==> src/mcontr_pkg.sv <==
/* shared definitions for the ddr3 sequencer core
   - bus, address, command word, channel, pause and delay types
   - sequencer state enum
   - command word field positions
   - programming addresses, sub-addresses and defaults */
package mcontr_pkg;

    typedef logic [7:0]  ad_byte_t;              // programming bus byte
    typedef logic [15:0] reg_addr_t;             // full command address
    typedef logic [31:0] cmd_word_t;             // sequencer command word
    typedef logic [9:0]  mem_addr_t;             // command memory word address
    typedef logic [10:0] run_addr_t;             // {bank, word address}
    typedef logic [3:0]  chn_t;                  // buffer channel
    typedef logic [9:0]  pause_t;                // nop pause length
    typedef logic [3:0]  dly_t;                  // write buffer delay

    typedef enum logic {
        SEQ_IDLE,
        SEQ_RUN
    } seq_state_t;

    localparam int MEM_DEPTH   = 1024;           // words per command memory
    localparam int PAUSE_W     = 10;
    localparam int WBUF_STAGES = 16;             // longest buffer write delay

    // command word layout
    localparam int CW_RCW_LSB       = 0;         // {ras, cas, we}
    localparam int CW_PAUSE_LSB     = 3;
    localparam int CW_DONE_BIT      = 13;
    localparam int CW_ADD_PAUSE_BIT = 14;
    localparam int CW_BUF_WR_BIT    = 15;
    localparam int CW_BUF_RD_BIT    = 16;
    localparam int CW_BUF_RST_BIT   = 17;        // next buffer page
    localparam logic [2:0] RCW_NOP  = 3'b111;

    localparam reg_addr_t PHY_0BIT_ADDR  = 16'h1020;
    localparam reg_addr_t PHY_0BIT_MASK  = 16'hfff0;
    localparam reg_addr_t PHY_16BIT_ADDR = 16'h1050;
    localparam reg_addr_t PHY_16BIT_MASK = 16'hfff8;

    localparam logic [3:0] SUB_CMDA_EN    = 4'h4; // lsb is the new flag value
    localparam logic [3:0] SUB_SDRST_ACT  = 4'h6;
    localparam logic [3:0] SUB_CKE_EN     = 4'h8;
    localparam logic [2:0] SUB_WBUF_DELAY = 3'h2;

    localparam dly_t DFLT_WBUF_DELAY = 4'h8;

endpackage

==> src/seq_fetch.sv <==
/* sequencer fetch engine
   - run state, word address and bank select
   - pause counter for nop and add-pause gaps
   - word decode into valid, done and buffer strobes */
`timescale 1ns/1ps

module seq_fetch (
    input  logic                  mclk,
    input  logic                  rst,
    input  logic                  run_seq_i,
    input  mcontr_pkg::run_addr_t run_addr_i,
    input  mcontr_pkg::chn_t      run_chn_i,
    input  logic                  ddr_rst_i,
    input  mcontr_pkg::cmd_word_t rdata0_i,
    input  mcontr_pkg::cmd_word_t rdata1_i,
    output logic                  ren0_o,
    output logic                  ren1_o,
    output mcontr_pkg::mem_addr_t raddr_o,
    output mcontr_pkg::cmd_word_t cmd_o,
    output logic                  cmd_valid_o,
    output logic                  run_busy_o,
    output logic                  run_done_o,
    output logic                  buf_rd_o,
    output logic                  buf_rst_o,
    output logic                  buf_wr_o,
    output mcontr_pkg::chn_t      chn_o
);
    import mcontr_pkg::*;

    seq_state_t state;
    mem_addr_t  addr;                            // next word to read
    logic       bank;                            // 1 reads from cmd1
    logic       fetched;                         // memory output is a fresh word
    pause_t     pause_cntr;                      // read cycles still stalled
    cmd_word_t  word;
    pause_t     pause_len;
    pause_t     pause_load;
    logic       word_nop;
    logic       word_add;
    logic       word_done;
    logic       stall;                           // gap follows this word
    logic       ren;
    logic       take;                            // word goes out next edge

    assign word       = bank ? rdata1_i : rdata0_i;
    assign pause_len  = word[CW_PAUSE_LSB +: PAUSE_W];
    assign word_nop   = word[CW_RCW_LSB +: 3] == RCW_NOP;
    assign word_add   = word[CW_ADD_PAUSE_BIT];
    assign pause_load = pause_len - pause_t'(1) + pause_t'(word_add);
    assign take       = fetched && !ddr_rst_i;
    assign word_done  = fetched && word[CW_DONE_BIT];
    assign stall      = fetched && (word_add || (word_nop && pause_len != '0));

    // one read per cycle unless a gap, the end or a memory reset holds it
    assign ren = (state == SEQ_RUN) && !ddr_rst_i && !stall && !word_done &&
                 !run_done_o && (pause_cntr == '0);

    assign ren0_o     = ren && !bank;
    assign ren1_o     = ren && bank;
    assign raddr_o    = addr;
    assign run_busy_o = state == SEQ_RUN;

    always_ff @(posedge mclk or posedge rst) begin
        if (rst) begin
            state       <= SEQ_IDLE;
            addr        <= '0;
            bank        <= 1'b0;
            chn_o       <= '0;
            fetched     <= 1'b0;
            cmd_valid_o <= 1'b0;
            run_done_o  <= 1'b0;
            buf_rd_o    <= 1'b0;
            buf_rst_o   <= 1'b0;
            buf_wr_o    <= 1'b0;
        end else begin
            fetched     <= ren;
            cmd_valid_o <= take;
            run_done_o  <= take && word[CW_DONE_BIT];
            buf_rd_o    <= take && word[CW_BUF_RD_BIT];
            buf_rst_o   <= take && word[CW_BUF_RST_BIT];
            buf_wr_o    <= take && word[CW_BUF_WR_BIT];
            if (ren)
                addr <= addr + 1'b1;
            if (ddr_rst_i) begin
                state <= SEQ_IDLE;               // abort without a done pulse
            end else if (state == SEQ_IDLE && run_seq_i) begin
                state <= SEQ_RUN;
                addr  <= run_addr_i[9:0];
                bank  <= run_addr_i[10];
                chn_o <= run_chn_i;
            end else if (run_done_o) begin
                state <= SEQ_IDLE;
            end
        end
    end

    // nop of length n plus optional add-pause cycle
    always_ff @(posedge mclk or posedge rst) begin
        if (rst)
            pause_cntr <= '0;
        else if (state != SEQ_RUN || ddr_rst_i)
            pause_cntr <= '0;
        else if (stall && word_nop && pause_len != '0)
            pause_cntr <= pause_load;            // first stalled cycle is this one
        else if (pause_cntr != '0)
            pause_cntr <= pause_cntr - pause_t'(1);
    end

    always_ff @(posedge mclk) begin
        if (fetched)
            cmd_o <= word;
    end

    a_valid_in_run: assert property (@(posedge mclk) disable iff (rst)
        cmd_valid_o |-> state == SEQ_RUN);
    // done only goes out together with the word that carries it
    a_done_on_word: assert property (@(posedge mclk) disable iff (rst)
        run_done_o |-> cmd_valid_o && cmd_o[CW_DONE_BIT]);

endmodule

==> config.mk <==
export PLATFORM = sky130hd
export DESIGN_NAME = seq_fetch
export DESIGN_NICKNAME = d
export VERILOG_FILES = /design/src/mcontr_pkg.sv /design/src/seq_fetch.sv
export SDC_FILE = /design/constraint.sdc
export NUM_CORES = 1
export LEC_CHECK = 0
export BUFFER_PORTS_ARGS = -buffer_cell sky130_fd_sc_hd__buf_2
export CELL_PAD_IN_SITES_DETAIL_PLACEMENT = 0
export CELL_PAD_IN_SITES_GLOBAL_PLACEMENT = 1
export CORE_MARGIN = 10
export CORE_UTILIZATION = 34
export CTS_BUF_LIST = sky130_fd_sc_hd__clkbuf_4
export DETAILED_ROUTE_END_ITERATION = 10
export PLACE_DENSITY = 0.75
export SLEW_MARGIN = 40
export SYNTH_ARGS = -nofsm -noshare
export SYNTH_HDL_FRONTEND = slang
export SYNTH_SLANG_ARGS = --single-unit
==> constraint.sdc <==
create_clock -name mclk -period 2.8 [get_ports mclk]
set_input_delay 0.56 -clock mclk [delete_from_list [all_inputs] [get_ports mclk]]
set_output_delay 0.56 -clock mclk [all_outputs]
set_load 0.01 [all_outputs]
-- After elaboration in Yosys (flattened, before gate mapping)
Cells that the tools add are included.
- bits in registers: 64
- bits of input ports: 83
- word-level logic and storage cells: 60
- $add $sub $neg: 4
- equal/unequal tests: 1
- muxes and demuxes: 10
- bitwise logic cells: 2
- reduce and logical (&&, ||, !) cells: 31
- operator list (operator ; count):
    $mux W10 ; 6
    $mux W32 ; 1
    $reduce_bool A10 Y1 ; 2
    $sub A10 B1 Y10 const B ; 2
    $logic_and A1 B1 Y1 ; 18
    $add A10 B1 Y10 ; 1
    $add A10 B1 Y10 const B ; 1
    $logic_not A10 Y1 ; 1
    $reduce_bool A3 Y1 ; 2
    $logic_not A1 Y1 ; 5
    $eq A3 B3 Y1 const B ; 1
    $mux W1 ; 3
    $logic_or A1 B1 Y1 ; 2
    $not A1 Y1 ; 2
    $reduce_and A2 Y1 ; 1

-- Logic depth before layout (Yosys ltp)
Gate-level depths: netlist of the first run.
- depth in word-level cells: 13
- gate-level depth with buffers: 12
- mapped depth without buffers: 7

-- Worst setup path before layout of the first run
Ideal clock, no wire load.
- path kind: register -> register
- from: register bank
- to: register pause_cntr[8]
- library setup time: 0.094 ns
- arrival: 2.711 ns
- required time: 2.706 ns
- setup slack: -0.005 ns
- stages on the path, launching flop included: 13
- buffers on the path: 5
- clock period less this slack: 2.805 ns
- path through: dfrtp_1 -> buf_6 -> buf_6 -> clkbuf_1 -> clkbuf_1 -> buf_2 -> mux2i_1 -> ha_1 -> ha_1 -> nand3_1 -> nor2_1 -> xnor2_1 -> a211oi_1
- longest elaborated chain between the ends: 9
- RTL lines (item ; RTL line ; RTL):
    start, declared ; seq_fetch.sv:32 ; logic bank;
    start signal, assigned ; seq_fetch.sv:89 ; bank <= run_addr_i[10];
    $mux W32 (*) ; seq_fetch.sv:45 ; assign word = bank ? rdata1_i : rdata0_i;
    parallel branches: the longest is 8 deep, another holds $sub A10 B1 Y10 ; n/a ;
    end signal, assigned ; seq_fetch.sv:104 ; pause_cntr <= pause_load;
    end signal, assigned ; seq_fetch.sv:106 ; pause_cntr <= pause_cntr - pause_t'(1);
    end, declared ; seq_fetch.sv:34 ; pause_t pause_cntr;
Mark *: on every way between the ends.
A chain may end at the register's enable or synchronous reset.

-- Worst setup path after layout of the first run
- from: register bank
- to: output port ren1_o
- longest elaborated chain between the ends: 11
- RTL lines (item ; RTL line ; RTL):
    $mux W32 (*) ; seq_fetch.sv:45 ;
    $reduce_bool A10 Y1 / $eq A3 B3 Y1 (equally long branches) ; seq_fetch.sv:52, seq_fetch.sv:47 ;
    $logic_and A1 B1 Y1 ; seq_fetch.sv:52 ; assign stall = fetched && (word_add || (word_nop && pause_len != '0));
    $logic_or A1 B1 Y1 ; seq_fetch.sv:52 ;
    $logic_and A1 B1 Y1 ; seq_fetch.sv:52 ;
    $logic_not A1 Y1 ; seq_fetch.sv:55 ; assign ren = (state == SEQ_RUN) && !ddr_rst_i && !stall && !word_done &&
    $logic_and A1 B1 Y1 ; seq_fetch.sv:55 ;
    $logic_and A1 B1 Y1 (*) (2 in series) ; seq_fetch.sv:55 ;
    $logic_and A1 B1 Y1 (*) ; seq_fetch.sv:56 ; !run_done_o && (pause_cntr == '0);
    net ren ; seq_fetch.sv:42 ; logic ren;
    $logic_and A1 B1 Y1 (*) ; seq_fetch.sv:59 ; assign ren1_o = ren && bank;
    end, declared ; seq_fetch.sv:17 ; output logic ren1_o,
The timed path passes the listed nets; every way through them passes the cells marked *.

==> results of run 1 <==
how the worst max path moves through the flow:
stage	startpoint	to
2_1_floorplan	fetched$_DFF_PP0_	ren1_o
3_3_place_gp	bank$_DFFE_PP0P_	ren1_o
3_5_place_dp	bank$_DFFE_PP0P_	ren1_o
4_1_cts	bank$_DFFE_PP0P_	ren1_o
5_1_grt	bank$_DFFE_PP0P_	ren1_o
6_report	bank$_DFFE_PP0P_	ren1_o
worst max-delay path, cell delays in order (launching register included):
cell and delay (ns):
dfrtp_4 0.50, buf_6 0.15, buf_4 0.15, nor3_4 0.14, o22ai_2 0.11, o31a_4 0.41, nor2_4 0.10, and2_4 0.15
buf_6 0.10
cell type report:
cell class,count,area [um^2]
timing repair buffer,163,905
inverter,13,48.8
fill,912,5030
multi-input combinational,203,1530
clock inverter,7,118
sequential,64,1770
tap,133,166
clock buffer,9,67.6
kinds of logic (layout without fill, tap and decap cells):
kind of cell	after synthesis	count (layout)	synth area share, %
buffers and inverters	29	192	3.95
AO/OA/AOI/OAI	41	41	8.38
AND/OR/NAND/NOR	110	110	18.1
flip-flops	64	64	52.9
adder cells (fa/ha/maj)	4	4	1.50
XOR/XNOR	12	12	3.16
multiplexers	36	36	12.0
cell usage in the layout, fill, tap and decap left out, types with 7 or more instances in the layout:
cell type	count
mux2i_1	7
a31oi_1	8
buf_2	135
xnor2_1	10
mux2_2	27
nand3_1	9
nand2_1	25
clkbuf_4	9
nor2_1	25
buf_4	24
dfrtp_1	31
edfxtp_1	32
inv_1	13
sequential cells by signal, indices dropped and copies added, names as in the netlist:
| name | count |
|---|---|
| bank | 1 |
| run_done_o | 1 |
| cmd_o | 32 |
| raddr_o | 10 |
| fetched | 1 |
| buf_rst_o | 1 |
| buf_wr_o | 1 |
| chn_o | 4 |
| run_busy_o | 1 |
| pause_cntr | 10 |
| buf_rd_o | 1 |
| cmd_valid_o | 1 |
power by group through the flow:
stage	Sequential, uW	Combinational (uW)	Clock (uW)
global placement	1540	1950	0
finish	1510	2100	827
global route	1550	2340	892
floorplan	1660	1260	0
detailed placement	1550	1960	0
CTS	1510	2120	853
cell usage after synthesis (2+ instances only):
cell / count
o41ai_1: 2
a31oi_1: 8
ha_1: 4
or4b_1: 3
dfrtp_1: 32
and2_1: 4
a211oi_1: 5
nor3b_1: 3
xor2_1: 2
o31a_1: 2
nor3_1: 8
mux2_2: 27
nand4_1: 2
o21ai_0: 5
a21oi_1: 5
buf_2: 3
or3b_1: 2
nor2b_1: 5
o31ai_1: 6
o211ai_1: 2
inv_1: 13
nand2_1: 25
nand2b_1: 3
buf_6: 2
or4_1: 6
clkbuf_1: 10
or3_1: 5
nor2_1: 26
mux2i_1: 8
nand3_1: 10
edfxtp_1: 32
xnor2_1: 10
o22ai_1: 2
stage by stage:
stage	instances	util [%]
after global routing	592	47.8
final	592	47.8
after CTS	592	47.8
after detailed placement	563	43.6
after floorplan	296	-
after global placement	563	43.6
metal layers:
| metal | up-vias | share of wire (%) | GRT usage, % |
|---|---|---|---|
| met2 | 98 | 46 | 22.5 |
| met4 | 0 | 0.74 | 3.89 |
| met3 | 6 | 8.0 | 5.62 |
| li1 | 1405 | - | - |
| met1 | 1358 | 45 | 17.5 |
| met5 | - | 0 | 0 |
what timing repair did:
item,in CTS,in global routing
endpoints found under the setup margin,2,3
setup buffers,13,0
pin swaps,6,1
resized for setup,27,0
endpoints found under the hold margin,0,0
gates cloned,0,0
==> impl_metrics.xml, run 1 <==
<?xml version="1.0" encoding="UTF-8"?>
<metrics>
  <group name="grt">
    <metric name="grt.overflow.total" unit="">0</metric>
    <metric name="first_pass_grt_wire_length" unit="um">16300</metric>
    <metric name="grtUsageTotal" unit="%">14.2</metric>
    <metric name="maximum_number_of_pins_on_one_net_before_global_route_repair" unit="">34</metric>
    <metric name="antenna_found_initial" unit="">0</metric>
    <metric name="first_global_vias" unit="">3066</metric>
  </group>
  <group name="power_and_ir_drop">
    <metric name="power_frac_comb" unit="%">47.3</metric>
    <metric name="internal-power" unit="uW">2790</metric>
    <metric name="clockPowerShare" unit="%">18.6</metric>
    <metric name="seq_power_share" unit="%">34.0</metric>
    <metric name="overall_power_after_layout" unit="uW">4440</metric>
    <metric name="p_sw_share" unit="%">37.1</metric>
    <metric name="total_leakage_power" unit="uW">0.00208</metric>
    <metric name="p_sw" unit="uW">1640</metric>
    <metric name="worst_ir_drop_on_vdd" unit="uV">570</metric>
    <metric name="power.density_cell_area" unit="nW/um^2">964</metric>
  </group>
  <group name="synthesis">
    <metric name="syn_avg_cell_area" unit="um^2">11.2</metric>
    <metric name="synth-edff-count" unit="">32</metric>
    <metric name="async_flop_share" unit="%">50.0</metric>
    <metric name="synth.largest_area_cell" unit="">edfxtp_1</metric>
    <metric name="post_synth_main_area_contributors" unit="">edfxtp_1, dfrtp_1, mux2_2</metric>
    <metric name="seq_area_frac_synth" unit="%">52.9</metric>
    <metric name="synth_area" unit="um^2">3330</metric>
    <metric name="synthesis.nets" unit="">383</metric>
    <metric name="yosys_warnings" unit="">0</metric>
    <metric name="synthCells" unit="">296</metric>
    <metric name="yosys_most_used_dff" unit="">edfxtp_1</metric>
    <metric name="synth_top_area_share" unit="%">28.9</metric>
    <metric name="ys_ff_latch" unit="">64</metric>
    <metric name="netlist-cell-type-count" unit="">47</metric>
  </group>
  <group name="clock_tree">
    <metric name="root_buffer_master" unit="">clkbuf_4</metric>
    <metric name="cts_num_sinks" unit="">64</metric>
    <metric name="clock_insertion_delay_worst_skew" unit="ns">0.41</metric>
    <metric name="cts_htree_levels" unit="">3</metric>
    <metric name="cts_tree" unit="">built</metric>
    <metric name="clock_tree.buffer_depth" unit="">2</metric>
    <metric name="numCtsBuffers" unit="">9</metric>
    <metric name="post_cts_hold_buffer_count" unit="">0</metric>
    <metric name="worst_setup_hold_path_clk_slew" unit="ns">0.13</metric>
  </group>
  <group name="place">
    <metric name="post_detailed_placement_cell_area" unit="um^2">4200</metric>
    <metric name="post-place-ws" unit="ns">0.0245</metric>
    <metric name="place.gp.congestion" unit="">0.828</metric>
    <metric name="buffer_ports.inserted" unit="">136</metric>
    <metric name="place.detailed.hpwl" unit="um">7450</metric>
  </group>
  <group name="drt">
    <metric name="drtIter0Drc" unit="">154</metric>
    <metric name="post_drt_wl_per_cell" unit="um">16.8</metric>
    <metric name="via_count" unit="">2867</metric>
    <metric name="postRouteWirelength" unit="um">9970</metric>
    <metric name="drt-pass1-iter-count" unit="">5</metric>
    <metric name="remaining_drcs" unit="">0</metric>
    <metric name="drtAntennaViolNets" unit="">0</metric>
    <metric name="via_per_inst" unit="">4.84</metric>
  </group>
  <group name="floorplanning">
    <metric name="die_area" unit="um^2">14200</metric>
    <metric name="std_cell_rows" unit="">36</metric>
    <metric name="fp.coreArea" unit="um^2">9640</metric>
    <metric name="fp.dieH" unit="um">119</metric>
    <metric name="i_o_pin_cnt" unit="">137</metric>
    <metric name="chipWidth" unit="um">119</metric>
    <metric name="starting_density_of_the_core" unit="%">34.5</metric>
  </group>
  <group name="worst_setup_path">
    <metric name="ff2ff_setup_slack" unit="ns">0.14</metric>
    <metric name="worst-setup-path-type" unit="">register to output pin</metric>
    <metric name="crit_arrival" unit="ns">2.20</metric>
    <metric name="crit-reg2reg-capture" unit="">raddr_o[6]$_DFF_PP0_</metric>
    <metric name="worst_setup_path_end_kind" unit="">output pin</metric>
    <metric name="critPathMaxFanout" unit="">5</metric>
    <metric name="worst-r2r-cell-count" unit="">10</metric>
    <metric name="crit_start_category" unit="">register</metric>
    <metric name="worst_r2r_startpoint" unit="">bank$_DFFE_PP0P_</metric>
    <metric name="cp_data_required_time" unit="ns">2.24</metric>
  </group>
  <group name="timing">
    <metric name="final-max-slew-violation-count" unit="">0</metric>
    <metric name="worst_hold_margin" unit="ns">0.219</metric>
    <metric name="fmax" unit="MHz">363</metric>
    <metric name="timing.slew.headroom" unit="%">55.2</metric>
    <metric name="final.setup.worst_slack" unit="ns">0.0432</metric>
    <metric name="setup-violations-final" unit="">0</metric>
    <metric name="setup-tns-final" unit="ns">0</metric>
    <metric name="period_share" unit="%">98.5</metric>
    <metric name="grt_setup_unrepaired" unit="">yes</metric>
    <metric name="fin_crit" unit="ns">2.76</metric>
    <metric name="worst_clock_skew" unit="ns">0.0189</metric>
    <metric name="tightest_slew" unit="ns">0.671</metric>
    <metric name="timing.final.hold_violations" unit="">0</metric>
  </group>
  <group name="run_status">
    <metric name="outcome" unit="">completed</metric>
  </group>
  <group name="finish">
    <metric name="antennaDiodeCount" unit="">0</metric>
    <metric name="flow.area_growth_from_synthesis" unit="%">38.3</metric>
    <metric name="design_area" unit="um^2">4600</metric>
    <metric name="design.final.nets" unit="">541</metric>
    <metric name="drive_above_1_share" unit="%">49.2</metric>
  </group>
  <group name="run">
    <metric name="cap_violations" unit="">0</metric>
  </group>
  <group name="min_path">
    <metric name="timing.hold.worst.class" unit="">input pin to async pin</metric>
  </group>
</metrics>
No activity file was read; power rests on OpenSTA's default activity.
==> inputs of run 2 (changes only) <==
- ABC_AREA: unset -> 1
- ABC_CLOCK_PERIOD_IN_PS: unset -> 2800
- CORE_UTILIZATION: 34 -> 32
- PLACE_DENSITY: 0.75 -> 0.74
- REMOVE_ABC_BUFFERS: unset -> 1
==> impl_metrics.xml, run 2 <==
<?xml version="1.0" encoding="UTF-8"?>
<metrics>
  <group name="run_status">
    <metric name="outcome" unit="">completed</metric>
  </group>
  <group name="floorplanning">
    <metric name="die_area" unit="um^2">15000</metric>
    <metric name="i_o_pin_cnt" unit="">137</metric>
    <metric name="fp.dieH" unit="um">123</metric>
    <metric name="std_cell_rows" unit="">37</metric>
    <metric name="fp.coreArea" unit="um^2">10300</metric>
    <metric name="starting_density_of_the_core" unit="%">32.7</metric>
    <metric name="chipWidth" unit="um">123</metric>
  </group>
  <group name="power_and_ir_drop">
    <metric name="total_leakage_power" unit="uW">0.00242</metric>
    <metric name="power.density_cell_area" unit="nW/um^2">883</metric>
    <metric name="worst_ir_drop_on_vdd" unit="uV">380</metric>
  </group>
  <group name="finish">
    <metric name="largest_register_ff_count" unit="">32</metric>
    <metric name="fillers" unit="">1084</metric>
    <metric name="mostFrequentLayoutCell" unit="">nand2_1</metric>
    <metric name="design_area" unit="um^2">4520</metric>
    <metric name="design.final.nets" unit="">650</metric>
    <metric name="area.sequential" unit="um^2">1760</metric>
    <metric name="drive_above_1_share" unit="%">34.9</metric>
    <metric name="layoutNonFillerInstCount" unit="">704</metric>
    <metric name="multiInputGateArea" unit="um^2">1380</metric>
    <metric name="flow.area_growth_from_synthesis" unit="%">34.2</metric>
    <metric name="layout.cells.most_common_list" unit="">nand2_1, buf_2, inv_1</metric>
    <metric name="top_register" unit="">cmd_o</metric>
    <metric name="antennaDiodeCount" unit="">0</metric>
  </group>
  <group name="worst_setup_path">
    <metric name="cp_data_required_time" unit="ns">2.24</metric>
    <metric name="cp_slowest_cell" unit="">dfrtp_1</metric>
    <metric name="worst-setup-path-type" unit="">register to output pin</metric>
    <metric name="worstPathCellList" unit="">inv_1 &gt; ha_2 &gt; nand3_1 &gt; nor2_2 &gt; nand3b_1 &gt; nor2_4 &gt; nand2_8 &gt; nor2_1 &gt; buf_2</metric>
    <metric name="crit_start" unit="">pause_cntr[0]$_DFFE_PP0P_</metric>
    <metric name="worst_r2r_startpoint" unit="">bank$_DFFE_PP0P_</metric>
    <metric name="worst_setup_path_end_kind" unit="">output pin</metric>
    <metric name="crit_arrival" unit="ns">2.18</metric>
    <metric name="critPathMaxFanout" unit="">7</metric>
    <metric name="crit_start_category" unit="">register</metric>
    <metric name="peak_per_stage_delay_on_the_critical_path" unit="ns">0.37</metric>
  </group>
  <group name="timing">
    <metric name="tightest_slew" unit="ns">0.444</metric>
    <metric name="fin_crit" unit="ns">2.74</metric>
    <metric name="setup-violations-final" unit="">0</metric>
    <metric name="period_share" unit="%">97.7</metric>
    <metric name="final-max-slew-violation-count" unit="">0</metric>
    <metric name="fmax" unit="MHz">365</metric>
    <metric name="timing.final.hold_violations" unit="">0</metric>
    <metric name="worst_clock_skew" unit="ns">0.0216</metric>
    <metric name="worst_hold_margin" unit="ns">0.127</metric>
    <metric name="final.setup.worst_slack" unit="ns">0.0637</metric>
    <metric name="timing.slew.headroom" unit="%">70.2</metric>
  </group>
  <group name="place">
    <metric name="place.gp.congestion" unit="">0.788</metric>
    <metric name="place.detailed.hpwl" unit="um">7500</metric>
    <metric name="post_detailed_placement_cell_area" unit="um^2">4230</metric>
    <metric name="numPlacedInstances" unit="">677</metric>
    <metric name="buffer_ports.inserted" unit="">136</metric>
    <metric name="post-place-ws" unit="ns">0.275</metric>
  </group>
  <group name="synthesis">
    <metric name="seq_area_frac_synth" unit="%">52.3</metric>
    <metric name="synth.largest_area_cell" unit="">edfxtp_1</metric>
    <metric name="syn_avg_cell_area" unit="um^2">8.27</metric>
    <metric name="synth_commonest_cells" unit="">nand2_1, inv_1, nor2_1</metric>
    <metric name="netlist-cell-type-count" unit="">34</metric>
    <metric name="synthCells" unit="">407</metric>
    <metric name="post_synth_main_area_contributors" unit="">edfxtp_1, dfrtp_1, nand2_1</metric>
    <metric name="synth-edff-count" unit="">32</metric>
    <metric name="yosys_most_used_dff" unit="">edfxtp_1</metric>
    <metric name="synth_top_area_share" unit="%">28.6</metric>
    <metric name="synth_area" unit="um^2">3370</metric>
    <metric name="yosys_warnings" unit="">0</metric>
    <metric name="post-synth-top-count-cell" unit="">nand2_1</metric>
    <metric name="async_flop_share" unit="%">50.0</metric>
    <metric name="ys_ff_latch" unit="">64</metric>
  </group>
  <group name="grt">
    <metric name="first_global_vias" unit="">3154</metric>
    <metric name="antenna_found_initial" unit="">0</metric>
    <metric name="grtUsageTotal" unit="%">13.3</metric>
    <metric name="maximum_number_of_pins_on_one_net_before_global_route_repair" unit="">33</metric>
    <metric name="first_pass_grt_wire_length" unit="um">15800</metric>
    <metric name="grt.overflow.total" unit="">0</metric>
  </group>
  <group name="clock_tree">
    <metric name="clock_insertion_delay_worst_skew" unit="ns">0.42</metric>
    <metric name="cts_num_sinks" unit="">64</metric>
    <metric name="root_buffer_master" unit="">clkbuf_4</metric>
    <metric name="cts_tree" unit="">built</metric>
    <metric name="cts_htree_levels" unit="">3</metric>
    <metric name="worst_setup_hold_path_clk_slew" unit="ns">0.12</metric>
    <metric name="numCtsBuffers" unit="">9</metric>
    <metric name="clock_tree.buffer_depth" unit="">2</metric>
    <metric name="post_cts_hold_buffer_count" unit="">0</metric>
  </group>
  <group name="min_path">
    <metric name="timing.hold.worst.class" unit="">input pin to async pin</metric>
  </group>
  <group name="drt">
    <metric name="drtAntennaViolNets" unit="">0</metric>
    <metric name="drtIter0Drc" unit="">75</metric>
    <metric name="via_count" unit="">3087</metric>
    <metric name="postRouteWirelength" unit="um">9970</metric>
    <metric name="via_per_inst" unit="">4.38</metric>
    <metric name="remaining_drcs" unit="">0</metric>
    <metric name="drt-pass1-iter-count" unit="">4</metric>
    <metric name="post_drt_wl_per_cell" unit="um">14.2</metric>
  </group>
  <group name="run">
    <metric name="cap_violations" unit="">0</metric>
  </group>
</metrics>
run 2: path summary, 6_finish.rpt:
check / endpoint / slack [ns] / depth (start not counted)
max: ren0_o / 0.06 / 9
min: raddr_o[4]$_DFF_PP0_ / 0.13 / 2
max reg2reg: pause_cntr[1]$_DFFE_PP0P_ / 0.50 / 14
min reg2reg: chn_o[2]$_DFFE_PP0P_ / 0.49 / 2
max in group asynchronous: pause_cntr[4]$_DFFE_PP0P_ / 2.19 / 3
min in group mclk: cmd_valid_o$_DFF_PP0_ / 0.32 / 2
run 2: area by class of cell:
| type | instances | area share [%] |
|---|---|---|
| clock buffers | 11 | 1.83 |
| clock inverters | 5 | 0.526 |
| inverters | 60 | 5.18 |
| multi-input cells | 273 | 30.5 |
| flip-flops and latches | 64 | 39.0 |
| well taps | 136 | 3.77 |
| repair buffers | 155 | 19.1 |
run 2: where the power goes:
group / internal [uW] / total [uW] / switching [uW]
combinational: 797 / 1960 / 1170
clock: 193 / 533 / 340
sequential: 1330 / 1490 / 159
total: 2320 / 3990 / 1670
run 2: layer usage:
metal,part of all wire [%],track usage (%),wire length [um],vias up
li1,-,-,-,1590
met1,40,14.9,4020,1406
met2,49,22.7,4920,80
met3,8.8,4.82,877,11
met4,1.6,5.38,155,0
met5,0,0,0,-
run 2: critical path, delay by kind of cell, from the launching register on:
family                     cells  cell delay (ns)
buffers and inverters          2             0.27
adders and majority gates      1             0.23
DFF                            1             0.37
and+or+nand+nor                6             0.90
run 2: timing repair:
action / 4_1_cts / 5_1_grt
gates cloned: 1 / 0
endpoints found under the setup margin: 2 / 2
buffers inserted: 7 / 3
hold endpoints to repair: 0 / 0
resized for setup: 6 / 13
pin swaps: 2 / 4
run 2: metrics by stage:
stage                     total power, uW  TNS, ns  utilization (%)
after floorplan                      2650   -0.378                -
after global placement               3230        0             41.1
after detailed placement             3240        0             41.1
after CTS                            3920        0             43.3
after global routing                 4310  -0.0893             43.9
final                                3990        0             43.9
run 2: cell families after synthesis:
kind of cell / count (synthesis) / synth area share (%)
simple gates: 220 / 27.1
xor+xnor: 18 / 4.68
buf+inv: 70 / 8.66
flops: 64 / 52.3
fa+ha+maj: 4 / 1.49
compound gates: 31 / 5.76
